$ cat src/verilog/mcs51_pkg.sv
// Widths are fixed by the MCS-51 architecture and only the kept instruction subset has opcodes here
package mcs51_pkg;

	// ------------------------------
	// Widths and sizes
	// ------------------------------
	localparam int ADDR_W      = 16;
	localparam int DATA_W      = 8;
	localparam int RN_W        = 3;
	localparam int IRAM_DEPTH  = 128;
	localparam int IRAM_ADDR_W = $clog2(IRAM_DEPTH);
	localparam int EXEC_CYCLES = 6;
	localparam int EXEC_CNT_W  = $clog2(EXEC_CYCLES);

	typedef logic [ADDR_W-1:0] addr_t;
	typedef logic [DATA_W-1:0] byte_t;

	// SFR map, only P1 and PSW exist
	localparam byte_t SFR_P1  = 8'h90;
	localparam byte_t SFR_PSW = 8'hD0;

	// PSW bit positions, P is bit 0
	localparam int PSW_CY  = 7;
	localparam int PSW_AC  = 6;
	localparam int PSW_RS1 = 4;
	localparam int PSW_RS0 = 3;
	localparam int PSW_OV  = 2;

	// ------------------------------
	// Opcodes
	// ------------------------------
	localparam byte_t OP_NOP       = 8'h00;
	localparam byte_t OP_RR_A      = 8'h03;
	localparam byte_t OP_RL_A      = 8'h23;
	localparam byte_t OP_ADD_IMM   = 8'h24;
	localparam byte_t OP_ORL_IMM   = 8'h44;
	localparam byte_t OP_ANL_IMM   = 8'h54;
	localparam byte_t OP_XRL_IMM   = 8'h64;
	localparam byte_t OP_MOV_A_IMM = 8'h74;
	localparam byte_t OP_SWAP_A    = 8'hC4;
	localparam byte_t OP_MOV_A_DIR = 8'hE5;
	localparam byte_t OP_CPL_A     = 8'hF4;
	localparam byte_t OP_MOV_DIR_A = 8'hF5;
	// Rn forms, low 3 bits pick the register
	localparam logic [DATA_W-RN_W-1:0] OP_MOV_A_RN = 5'b11101;
	localparam logic [DATA_W-RN_W-1:0] OP_MOV_RN_A = 5'b11111;

	// Opcode byte, whole or split into prefix and register index
	typedef union packed {
		byte_t byte_v;
		struct packed {
			logic [DATA_W-RN_W-1:0] prefix;
			logic [RN_W-1:0]        rn;
		} rn_v;
	} opcode_u;

	typedef enum logic [3:0] {
		ALU_PASS, ALU_ADD, ALU_AND, ALU_OR, ALU_XOR,
		ALU_RL, ALU_RR, ALU_CPL, ALU_SWAP
	} alu_op_e;

	typedef enum logic [1:0] {SRC_IMM, SRC_DIR, SRC_REG, SRC_ACC} src_e;
	typedef enum logic [1:0] {DST_NONE, DST_ACC, DST_PSW, DST_MEM} dst_e;

	typedef struct packed {
		opcode_u opcode;
		byte_t   operand;
	} instr_t;

	// Direct address, or register index when is_rn is set
	typedef struct packed {
		logic  is_rn;
		byte_t addr;
	} mem_sel_t;

	typedef struct packed {
		logic     two_byte;
		src_e     src;
		dst_e     dst;
		alu_op_e  alu_op;
		logic     flag_update;
		mem_sel_t mem_addr;
	} ctrl_t;

	typedef struct packed {
		logic  valid;
		byte_t addr;
		byte_t data;
	} wr_req_t;

endpackage
$ cat src/verilog/mcs51_core.sv
// Top of the subset core with program memory outside and P1 as the only data output
module mcs51_core (
	input  logic             clk,
	input  logic             sys_rst_n,
	input  logic             ready_in_i,
	input  mcs51_pkg::byte_t mem_rdata_i,
	output mcs51_pkg::addr_t mem_addr_o,
	output logic             psen_n_o,
	output mcs51_pkg::byte_t p1_o
);
	import mcs51_pkg::*;

	opcode_u opcode;
	ctrl_t   ctrl;
	instr_t  instr;
	logic    issue;
	byte_t   rd_addr;
	byte_t   rd_data;
	byte_t   psw;
	wr_req_t wr_req;

	// Fetch and decode
	mcs51_fetch u_fetch (
		.clk         (clk),
		.sys_rst_n   (sys_rst_n),
		.ready_in_i  (ready_in_i),
		.mem_rdata_i (mem_rdata_i),
		.two_byte_i  (ctrl.two_byte),
		.mem_addr_o  (mem_addr_o),
		.psen_n_o    (psen_n_o),
		.opcode_o    (opcode),
		.instr_o     (instr),
		.issue_o     (issue)
	);

	mcs51_decode u_decode (
		.opcode_i (opcode),
		.ctrl_o   (ctrl)
	);

	// Execute and data memory
	mcs51_execute u_execute (
		.clk       (clk),
		.sys_rst_n (sys_rst_n),
		.issue_i   (issue),
		.instr_i   (instr),
		.ctrl_i    (ctrl),
		.rd_data_i (rd_data),
		.rd_addr_o (rd_addr),
		.psw_o     (psw),
		.wr_o      (wr_req)
	);

	mcs51_data_mem u_data_mem (
		.clk       (clk),
		.sys_rst_n (sys_rst_n),
		.rd_addr_i (rd_addr),
		.psw_i     (psw),
		.wr_i      (wr_req),
		.rd_data_o (rd_data),
		.p1_o      (p1_o)
	);

endmodule

$ cat src/verilog/mcs51_data_mem.sv
// Holds the lower 128 bytes and P1 only, and SFRs other than P1 and PSW read as zero and drop writes
module mcs51_data_mem (
	input  logic               clk,
	input  logic               sys_rst_n,
	input  mcs51_pkg::byte_t   rd_addr_i,
	input  mcs51_pkg::byte_t   psw_i,
	input  mcs51_pkg::wr_req_t wr_i,
	output mcs51_pkg::byte_t   rd_data_o,
	output mcs51_pkg::byte_t   p1_o
);
	import mcs51_pkg::*;

	typedef enum logic [1:0] {RG_RAM, RG_P1, RG_PSW, RG_NONE} region_e;

	byte_t   iram [IRAM_DEPTH];
	byte_t   p1_q;
	region_e rd_region;
	region_e wr_region;

	// Bit 7 clear means internal RAM, set means SFR space
	function automatic region_e region_of(byte_t addr);
		region_e r;
		if (!addr[DATA_W-1])
			r = RG_RAM;
		else if (addr == SFR_P1)
			r = RG_P1;
		else if (addr == SFR_PSW)
			r = RG_PSW;
		else
			r = RG_NONE;
		return r;
	endfunction

	assign rd_region = region_of(rd_addr_i);
	assign wr_region = region_of(wr_i.addr);

	// ------------------------------
	// Read mux
	// ------------------------------
	always_comb
	begin
		case (rd_region)
			RG_RAM:  rd_data_o = iram[rd_addr_i[IRAM_ADDR_W-1:0]];
			RG_P1:   rd_data_o = p1_q;
			// PSW register sits in execute
			RG_PSW:  rd_data_o = psw_i;
			default: rd_data_o = '0;
		endcase
	end

	// ------------------------------
	// Write port
	// ------------------------------
	always_ff @(posedge clk)
	begin
		if (!sys_rst_n)
		begin
			p1_q <= '0;
			for (int i = 0; i < IRAM_DEPTH; i++)
				iram[i] <= '0;
		end
		else if (wr_i.valid)
		begin
			case (wr_region)
				RG_RAM:
					iram[wr_i.addr[IRAM_ADDR_W-1:0]] <= wr_i.data;
				RG_P1:
					p1_q <= wr_i.data;
				// PSW writes are taken by execute
				default:
					p1_q <= p1_q;
			endcase
		end
	end

	assign p1_o = p1_q;

endmodule

$ cat src/verilog/mcs51_decode.sv
// Covers only the kept MOV, logic, rotate and ADD opcodes and any other byte runs as NOP
module mcs51_decode (
	input  mcs51_pkg::opcode_u opcode_i,
	output mcs51_pkg::ctrl_t   ctrl_o
);
	import mcs51_pkg::*;

	// ------------------------------
	// Datapath routing
	// ------------------------------
	always_comb
	begin
		// NOP shape by default
		ctrl_o.two_byte       = 1'b0;
		ctrl_o.src            = SRC_ACC;
		ctrl_o.dst            = DST_NONE;
		ctrl_o.alu_op         = ALU_PASS;
		ctrl_o.flag_update    = 1'b0;
		ctrl_o.mem_addr.is_rn = 1'b0;
		ctrl_o.mem_addr.addr  = '0;

		// Full bytes first
		case (opcode_i.byte_v)
			OP_MOV_A_IMM, OP_ADD_IMM, OP_ANL_IMM, OP_ORL_IMM, OP_XRL_IMM:
			begin
				ctrl_o.two_byte = 1'b1;
				ctrl_o.src      = SRC_IMM;
				ctrl_o.dst      = DST_ACC;
			end
			// Direct address follows in the operand byte
			OP_MOV_A_DIR:
			begin
				ctrl_o.two_byte = 1'b1;
				ctrl_o.src      = SRC_DIR;
				ctrl_o.dst      = DST_ACC;
			end
			OP_MOV_DIR_A:
			begin
				ctrl_o.two_byte = 1'b1;
				ctrl_o.dst      = DST_MEM;
			end
			// Accumulator only
			OP_RL_A, OP_RR_A, OP_CPL_A, OP_SWAP_A:
				ctrl_o.dst = DST_ACC;
			OP_NOP:
				ctrl_o.dst = DST_NONE;
			// Then the Rn prefixes
			default:
				case (opcode_i.rn_v.prefix)
					OP_MOV_A_RN:
					begin
						ctrl_o.src            = SRC_REG;
						ctrl_o.dst            = DST_ACC;
						ctrl_o.mem_addr.is_rn = 1'b1;
						ctrl_o.mem_addr.addr  = DATA_W'(opcode_i.rn_v.rn);
					end
					OP_MOV_RN_A:
					begin
						ctrl_o.dst            = DST_MEM;
						ctrl_o.mem_addr.is_rn = 1'b1;
						ctrl_o.mem_addr.addr  = DATA_W'(opcode_i.rn_v.rn);
					end
					default:
						ctrl_o.dst = DST_NONE;
				endcase
		endcase

		// ------------------------------
		// ALU operation
		// ------------------------------
		case (opcode_i.byte_v)
			// Only ADD touches CY, AC and OV
			OP_ADD_IMM:
			begin
				ctrl_o.alu_op      = ALU_ADD;
				ctrl_o.flag_update = 1'b1;
			end
			OP_ANL_IMM:
				ctrl_o.alu_op = ALU_AND;
			OP_ORL_IMM:
				ctrl_o.alu_op = ALU_OR;
			OP_XRL_IMM:
				ctrl_o.alu_op = ALU_XOR;
			OP_RL_A:
				ctrl_o.alu_op = ALU_RL;
			OP_RR_A:
				ctrl_o.alu_op = ALU_RR;
			OP_CPL_A:
				ctrl_o.alu_op = ALU_CPL;
			OP_SWAP_A:
				ctrl_o.alu_op = ALU_SWAP;
			default:
				ctrl_o.alu_op = ALU_PASS;
		endcase
	end

endmodule

$ cat src/verilog/mcs51_execute.sv
// Expects issue_i only while idle and a direct address of 0xD0 as destination always writes the PSW
module mcs51_execute (
	input  logic               clk,
	input  logic               sys_rst_n,
	input  logic               issue_i,
	input  mcs51_pkg::instr_t  instr_i,
	input  mcs51_pkg::ctrl_t   ctrl_i,
	input  mcs51_pkg::byte_t   rd_data_i,
	output mcs51_pkg::byte_t   rd_addr_o,
	output mcs51_pkg::byte_t   psw_o,
	output mcs51_pkg::wr_req_t wr_o
);
	import mcs51_pkg::*;

	typedef enum logic [1:0] {ST_IDLE, ST_READ, ST_ALU, ST_WRITE} step_e;

	step_e               step_q;
	ctrl_t               ctrl_q;
	ctrl_t               ctrl_l;
	byte_t               imm_q;
	byte_t               acc_q;
	logic [DATA_W-1:1]   psw_q;
	byte_t               opnd_d;
	byte_t               opnd_q;
	byte_t               alu_res;
	logic [3:0]          sum_lo;
	logic [2:0]          sum_mid;
	logic                sum_hi;
	logic                c3;
	logic                c6;
	logic                cy;
	logic                wr_valid_q;
	byte_t               wr_addr_q;
	byte_t               wr_data_q;

	// Direct forms take their address from the operand byte
	always_comb
	begin
		ctrl_l = ctrl_i;
		if (!ctrl_i.mem_addr.is_rn)
			ctrl_l.mem_addr.addr = instr_i.operand;
		if ((ctrl_i.dst == DST_MEM) && !ctrl_i.mem_addr.is_rn && (instr_i.operand == SFR_PSW))
			ctrl_l.dst = DST_PSW;
	end

	// Bank select lives here only, RS times 8 plus n
	assign rd_addr_o = ctrl_q.mem_addr.is_rn ?
		{{(DATA_W-RN_W-2){1'b0}}, psw_q[PSW_RS1:PSW_RS0], ctrl_q.mem_addr.addr[RN_W-1:0]} :
		ctrl_q.mem_addr.addr;

	always_comb
	begin
		case (ctrl_q.src)
			SRC_IMM: opnd_d = imm_q;
			SRC_ACC: opnd_d = acc_q;
			default: opnd_d = rd_data_i;
		endcase
	end

	// ------------------------------
	// ALU
	// ------------------------------
	always_comb
	begin
		// Nibble-split add, no carry in
		{c3, sum_lo}  = acc_q[3:0] + opnd_q[3:0];
		{c6, sum_mid} = acc_q[6:4] + opnd_q[6:4] + c3;
		{cy, sum_hi}  = acc_q[7] + opnd_q[7] + c6;
		case (ctrl_q.alu_op)
			ALU_ADD:  alu_res = {sum_hi, sum_mid, sum_lo};
			ALU_AND:  alu_res = acc_q & opnd_q;
			ALU_OR:   alu_res = acc_q | opnd_q;
			ALU_XOR:  alu_res = acc_q ^ opnd_q;
			// Unary ops act on the operand, which is A for these opcodes
			ALU_RL:   alu_res = {opnd_q[6:0], opnd_q[7]};
			ALU_RR:   alu_res = {opnd_q[0], opnd_q[7:1]};
			ALU_CPL:  alu_res = ~opnd_q;
			ALU_SWAP: alu_res = {opnd_q[3:0], opnd_q[7:4]};
			default:  alu_res = opnd_q;
		endcase
	end

	// ------------------------------
	// Step sequence after issue
	// ------------------------------
	always_ff @(posedge clk)
	begin
		if (!sys_rst_n)
		begin
			step_q     <= ST_IDLE;
			ctrl_q     <= '0;
			acc_q      <= '0;
			psw_q      <= '0;
			wr_valid_q <= 1'b0;
		end
		else
		begin
			wr_valid_q <= 1'b0;
			case (step_q)
				ST_IDLE:
					if (issue_i)
					begin
						ctrl_q <= ctrl_l;
						step_q <= ST_READ;
					end
				ST_READ:
					step_q <= ST_ALU;
				ST_ALU:
				begin
					step_q <= ST_WRITE;
					if (ctrl_q.dst == DST_ACC)
						acc_q <= alu_res;
					if (ctrl_q.dst == DST_PSW)
						psw_q <= alu_res[DATA_W-1:1];
					if (ctrl_q.flag_update)
					begin
						psw_q[PSW_CY] <= cy;
						psw_q[PSW_AC] <= c3;
						psw_q[PSW_OV] <= cy ^ c6;
					end
					// Request shows during the WRITE step
					wr_valid_q <= (ctrl_q.dst == DST_MEM);
				end
				default:
					step_q <= ST_IDLE;
			endcase
		end
	end

	always_ff @(posedge clk)
	begin
		if (issue_i)
			imm_q <= instr_i.operand;
		if (step_q == ST_READ)
			opnd_q <= opnd_d;
		if (step_q == ST_ALU)
		begin
			wr_addr_q <= rd_addr_o;
			wr_data_q <= alu_res;
		end
	end

	// P tracks the accumulator at all times
	assign psw_o      = {psw_q, ^acc_q};
	assign wr_o.valid = wr_valid_q;
	assign wr_o.addr  = wr_addr_q;
	assign wr_o.data  = wr_data_q;

endmodule

$ cat src/verilog/mcs51_fetch.sv
// Fetches in address order only since there are no jumps, and ready_in_i must rise for each WAIT phase to end
module mcs51_fetch (
	input  logic               clk,
	input  logic               sys_rst_n,
	input  logic               ready_in_i,
	input  mcs51_pkg::byte_t   mem_rdata_i,
	input  logic               two_byte_i,
	output mcs51_pkg::addr_t   mem_addr_o,
	output logic               psen_n_o,
	output mcs51_pkg::opcode_u opcode_o,
	output mcs51_pkg::instr_t  instr_o,
	output logic               issue_o
);
	import mcs51_pkg::*;

	typedef enum logic [2:0] {
		PH_IDLE, PH_OP_WAIT, PH_OP_TAKE, PH_ARG_WAIT, PH_ARG_TAKE, PH_EXEC
	} phase_e;

	phase_e                phase_q;
	phase_e                phase_d;
	addr_t                 pc_q;
	opcode_u               opcode_q;
	byte_t                 operand_q;
	logic [EXEC_CNT_W-1:0] exec_cnt_q;
	logic                  issue_q;
	logic                  take;
	logic                  last_take;

	// ------------------------------
	// Phase sequencer
	// ------------------------------
	assign take      = (phase_q == PH_OP_TAKE) || (phase_q == PH_ARG_TAKE);
	// Opcode TAKE is last only for one-byte instructions
	assign last_take = ((phase_q == PH_OP_TAKE) && !two_byte_i) || (phase_q == PH_ARG_TAKE);

	always_comb
	begin
		phase_d = phase_q;
		case (phase_q)
			PH_IDLE:
				phase_d = PH_OP_WAIT;
			PH_OP_WAIT:
				if (ready_in_i)
					phase_d = PH_OP_TAKE;
			// Decode answers two_byte_i from the opcode just taken
			PH_OP_TAKE:
				phase_d = two_byte_i ? PH_ARG_WAIT : PH_EXEC;
			PH_ARG_WAIT:
				if (ready_in_i)
					phase_d = PH_ARG_TAKE;
			PH_ARG_TAKE:
				phase_d = PH_EXEC;
			// Fixed window, never stretched by ready_in_i
			PH_EXEC:
				if (exec_cnt_q == EXEC_CNT_W'(EXEC_CYCLES - 1))
					phase_d = PH_OP_WAIT;
			default:
				phase_d = PH_IDLE;
		endcase
	end

	always_ff @(posedge clk)
	begin
		if (!sys_rst_n)
		begin
			phase_q    <= PH_IDLE;
			pc_q       <= '0;
			exec_cnt_q <= '0;
			issue_q    <= 1'b0;
		end
		else
		begin
			phase_q <= phase_d;
			// Strobe lands in the first EXEC cycle
			issue_q <= last_take;
			if (take)
				pc_q <= pc_q + 1'b1;
			if (phase_q == PH_EXEC)
				exec_cnt_q <= exec_cnt_q + 1'b1;
			else
				exec_cnt_q <= '0;
		end
	end

	// Bytes are taken on the edge that ends a WAIT phase
	always_ff @(posedge clk)
	begin
		if ((phase_q == PH_OP_WAIT) && ready_in_i)
			opcode_q.byte_v <= mem_rdata_i;
		if ((phase_q == PH_ARG_WAIT) && ready_in_i)
			operand_q <= mem_rdata_i;
	end

	assign mem_addr_o      = pc_q;
	assign psen_n_o        = !((phase_q == PH_OP_WAIT) || (phase_q == PH_ARG_WAIT) || take);
	assign opcode_o        = opcode_q;
	assign instr_o.opcode  = opcode_q;
	assign instr_o.operand = operand_q;
	assign issue_o         = issue_q;

endmodule

$ cat config.mk
export PLATFORM = sky130hd
export DESIGN_NAME = mcs51_core
export DESIGN_NICKNAME = d
export VERILOG_FILES = /design/src/verilog/mcs51_pkg.sv /design/src/verilog/mcs51_core.sv /design/src/verilog/mcs51_data_mem.sv /design/src/verilog/mcs51_decode.sv /design/src/verilog/mcs51_execute.sv /design/src/verilog/mcs51_fetch.sv
export SDC_FILE = /design/constraint.sdc
export NUM_CORES = 2
export LEC_CHECK = 0
export ABC_CLOCK_PERIOD_IN_PS = 3700
export BUFFER_PORTS_ARGS = -buffer_cell sky130_fd_sc_hd__buf_2
export CORE_MARGIN = 2
export CORE_UTILIZATION = 64
export DETAILED_ROUTE_END_ITERATION = 10
export PLACE_DENSITY_LB_ADDON = 0.05
export SETUP_SLACK_MARGIN = 0.3
export SLEW_MARGIN = 20
export SYNTH_ARGS = -nofsm -noshare
export SYNTH_HDL_FRONTEND = slang
export SYNTH_SLANG_ARGS = --single-unit
$ cat constraint.sdc
create_clock -name clk -period 3.7 [get_ports clk]
set_input_delay 0 -clock clk [delete_from_list [all_inputs] [get_ports clk]]
set_output_delay 0 -clock clk [all_outputs]
set_load 0.02 [all_outputs]
==> impl_metrics.json <==
{
  "rsz0062_at_grt": "no",
  "vias_per_cell": 6.42,
  "r2r_cells": 6,
  "gp_congestion": 0.957,
  "run_status": "complete, no violations",
  "cp.arrival_ps": 3800,
  "final_max_slew_viol_count": 0,
  "powerDensity_nw_per_um2": 468,
  "syn_inst": 3768,
  "syn_area_um2": 53600,
  "preCtsSetupSlack_ps": 163,
  "start_kind": "flip-flop",
  "grtUsageTotal": 0.331,
  "critical_path_buf_inv_count": 0,
  "synth.area.top_cells": "edfxtp_1 (60%), and2_1 (12%), mux4_2 (12%)",
  "finalInstanceArea_um2": 60000,
  "wl_um": 139000,
  "ys_warn_count": 0,
  "synthSimpleGateAreaFrac": 0.165,
  "clk_pin_slew_ps": 60,
  "nets": 3941,
  "overflow": 0,
  "synth_seq_cells": 1139,
  "critPathCaptureType": "flip-flop",
  "synth_compound_area_frac": 0.0403,
  "skew_ps": 24.3,
  "die_y_um": 293,
  "synth-edff-count": 1072,
  "relSlewSlack": 0.195,
  "syn_nets": 3808,
  "io_pins": 36,
  "clock_latency_ps": 690,
  "tns_ps": 0,
  "cts_tree": "yes",
  "period_share": 0.909,
  "worstPathCellList": "mux4_2 -> mux4_2 -> nor2b_1 -> nor4_1 -> nand2_1 -> a31o_1",
  "synth_cell_type_count": 75,
  "setup_slack_ps": 337,
  "floorplan.initialDensity": 0.644,
  "dpl.hpwl_um": 90500,
  "core_um2": 83300,
  "setup_viol": 0,
  "drive_above_1_share": 0.193,
  "crit_top_cell": "mux4_2",
  "criticalPathCategory": "flip-flop to flip-flop",
  "synth-seq-area-share": 0.626,
  "critPathTopFamily": "multiplexers",
  "antenna_found_initial": 4,
  "portBuffers": 35,
  "synth_top_cell_area_share": 0.600,
  "synthArstFlopShare": 0,
  "whs_ps": 47.4,
  "irDropWorstVdd_mv": 0.615,
  "p_leak_nw": 21.4,
  "hold_path_depth": 2,
  "drc": 0,
  "maxCapViolations": 0,
  "hold_violations": 0,
  "die_area_um2": 86100,
  "synth_area_per_cell_um2": 14.2,
  "period_needed_ps": 3360,
  "grt_pass1_wl_um": 210000,
  "synth_top_family_by_area": "simple AND/OR/NAND/NOR gates",
  "cts_buffers": 116,
  "worstPathRequired_ps": 4140,
  "tightest_slew_ps": 1200,
  "drt_first_pass_iters": 6,
  "synth-main-ff-cell": "edfxtp_1",
  "postPlaceCellArea_um2": 56000,
  "yosys.area_share.xor_xnor": 0.00506,
  "max-clock-path-buffers": 3,
  "largest-register": "u_data_mem.iram",
  "rows": 106,
  "cp_max_fo": 48,
  "clock-sinks": 1139,
  "crit_path_top_delay_cell": "dfxtp_4",
  "maxClockFrequency_mhz": 297,
  "drt_iter0_drc": 3792,
  "path_depth": 6,
  "grt_max_degree": 140,
  "hp-class": "input pin to flip-flop",
  "synth_largest_area_cell": "edfxtp_1",
  "dr_total_vias": 32611,
  "htreeDepth": 3,
  "clockRootBuffer": "clkbuf_16",
  "grt_pass1_vias": 33093,
  "postRouteAntennaNets": 0,
  "muxShareOfSynthArea": 0.129,
  "synthAdderAreaFrac": 0.00733,
  "largest_register_ffs": 1024,
  "cpPeakStageDelay_ps": 900,
  "die_w_um": 293,
  "syn_to_final_growth_pct": 12.0,
  "post_drt_wl_per_cell_um": 27.4
}
Yosys cell counts, types with 4 or more instances:
cell	number
edfxtp_1	1072
and2_1	1028
mux4_2	279
clkbuf_1	217
nor2_1	213
nand2_1	150
o21ai_0	142
dfxtp_1	67
mux2i_1	57
a21oi_1	48
nand3_1	47
inv_1	37
ha_1	25
nor2b_1	24
buf_2	23
xnor2_1	23
a211oi_1	22
nand2b_1	20
nor3_1	20
buf_1	15
a22oi_1	14
a221oi_1	13
buf_4	13
buf_6	12
or3_1	11
a21o_1	10
a32oi_1	10
o21a_1	10
a31oi_1	9
nor4_1	9
o31ai_1	8
xor2_1	8
and3_1	7
nor3b_1	7
nand4_1	6
o211ai_1	6
buf_12	5
nand3b_1	5
o2111ai_1	5
o22ai_1	5
a31o_1	4
fa_1	4
o22a_1	4
worst paths after layout:
kind / slack [ps] / to / from
worst max-delay path: 340 / u_execute.opnd_q[3] / u_execute.ctrl_q[1]
worst min-delay path: 50 / u_fetch.operand_q[0] / mem_rdata_i[0]
worst max register to register: 340 / u_execute.opnd_q[3] / u_execute.ctrl_q[1]
worst min register to register: 460 / u_fetch.exec_cnt_q[0] / u_fetch.exec_cnt_q[0]
kinds of logic after synthesis:
logic type	Yosys count
simple gates	1562
flops	1139
compound gates	340
mux	339
buf+inv	328
xor+xnor	31
fa+ha+maj	29
through the flow:
| stage | power (mW) | std cells | utilization |
|---|---|---|---|
| after floorplan | 15.8 | 3768 | - |
| after global placement | 16.4 | 4843 | 0.672 |
| after detailed placement | 16.5 | 4843 | 0.672 |
| after CTS | 28.2 | 5069 | 0.719 |
| after global routing | 28.8 | 5078 | 0.721 |
| final | 28.1 | 5080 | 0.721 |
layout make-up:
class,instances,area [µm²]
diodes,2,5.00
clock buffers,151,3110
clock inverters,64,728
fillers,5441,23300
inverters,42,160
multi-input cells,2301,18600
flip-flops and latches,1139,33500
well taps,1080,1350
repair buffers,301,2500
layer usage:
metal / part of all wire / wire [µm] / up-vias / GRT usage
met5: 0.000072 / 10 / - / 0
met4: 0.042 / 5800 / 2 / 0.131
met3: 0.096 / 13300 / 331 / 0.0641
met2: 0.48 / 67400 / 1745 / 0.534
met1: 0.38 / 52700 / 16416 / 0.450
li1: - / - / 14117 / -
report_power, final:
part           internal [mW]  total, mW  leakage (nW)  switching (mW)
clock                   6.95       11.9          1.86            4.92
sequential              14.5       14.6          11.6           0.188
combinational          0.684       1.61          8.00           0.924
layout by cell type (no fill, tap or decap), types with 8 or more instances in the layout:
cell           count
nor3_1            20
clkinv_2          20
a22oi_1           14
mux2i_1           55
nand2_1          150
inv_1             37
and2_1          1028
nand3_1           47
clkbuf_1          29
a31oi_1            9
xor2_1             8
clkbuf_16        117
o21a_1            10
nor2_1           213
bufinv_16         15
nand2b_1          20
edfxtp_1        1072
dfxtp_1           62
clkinv_1          18
o21ai_0          138
dlygate4sd3_1     10
a221oi_1          13
ha_1              24
mux4_2           279
a21oi_1           46
buf_2             34
buf_4            232
xnor2_1           23
nor4_1             9
a32oi_1           10
a211oi_1          22
or3_1              8
buf_12            23
a21o_1            10
nor2b_1           24
timing repair:
action / in CTS / in global routing
hold endpoints to repair: 36 / 0
setup buffers: 1 / 7
resized for setup: 2 / 8
pin swaps: 0 / 1
hold buffers: 10 / 0
endpoints found under the setup margin: 5 / 8
No activity file was read; power rests on OpenSTA's default activity.
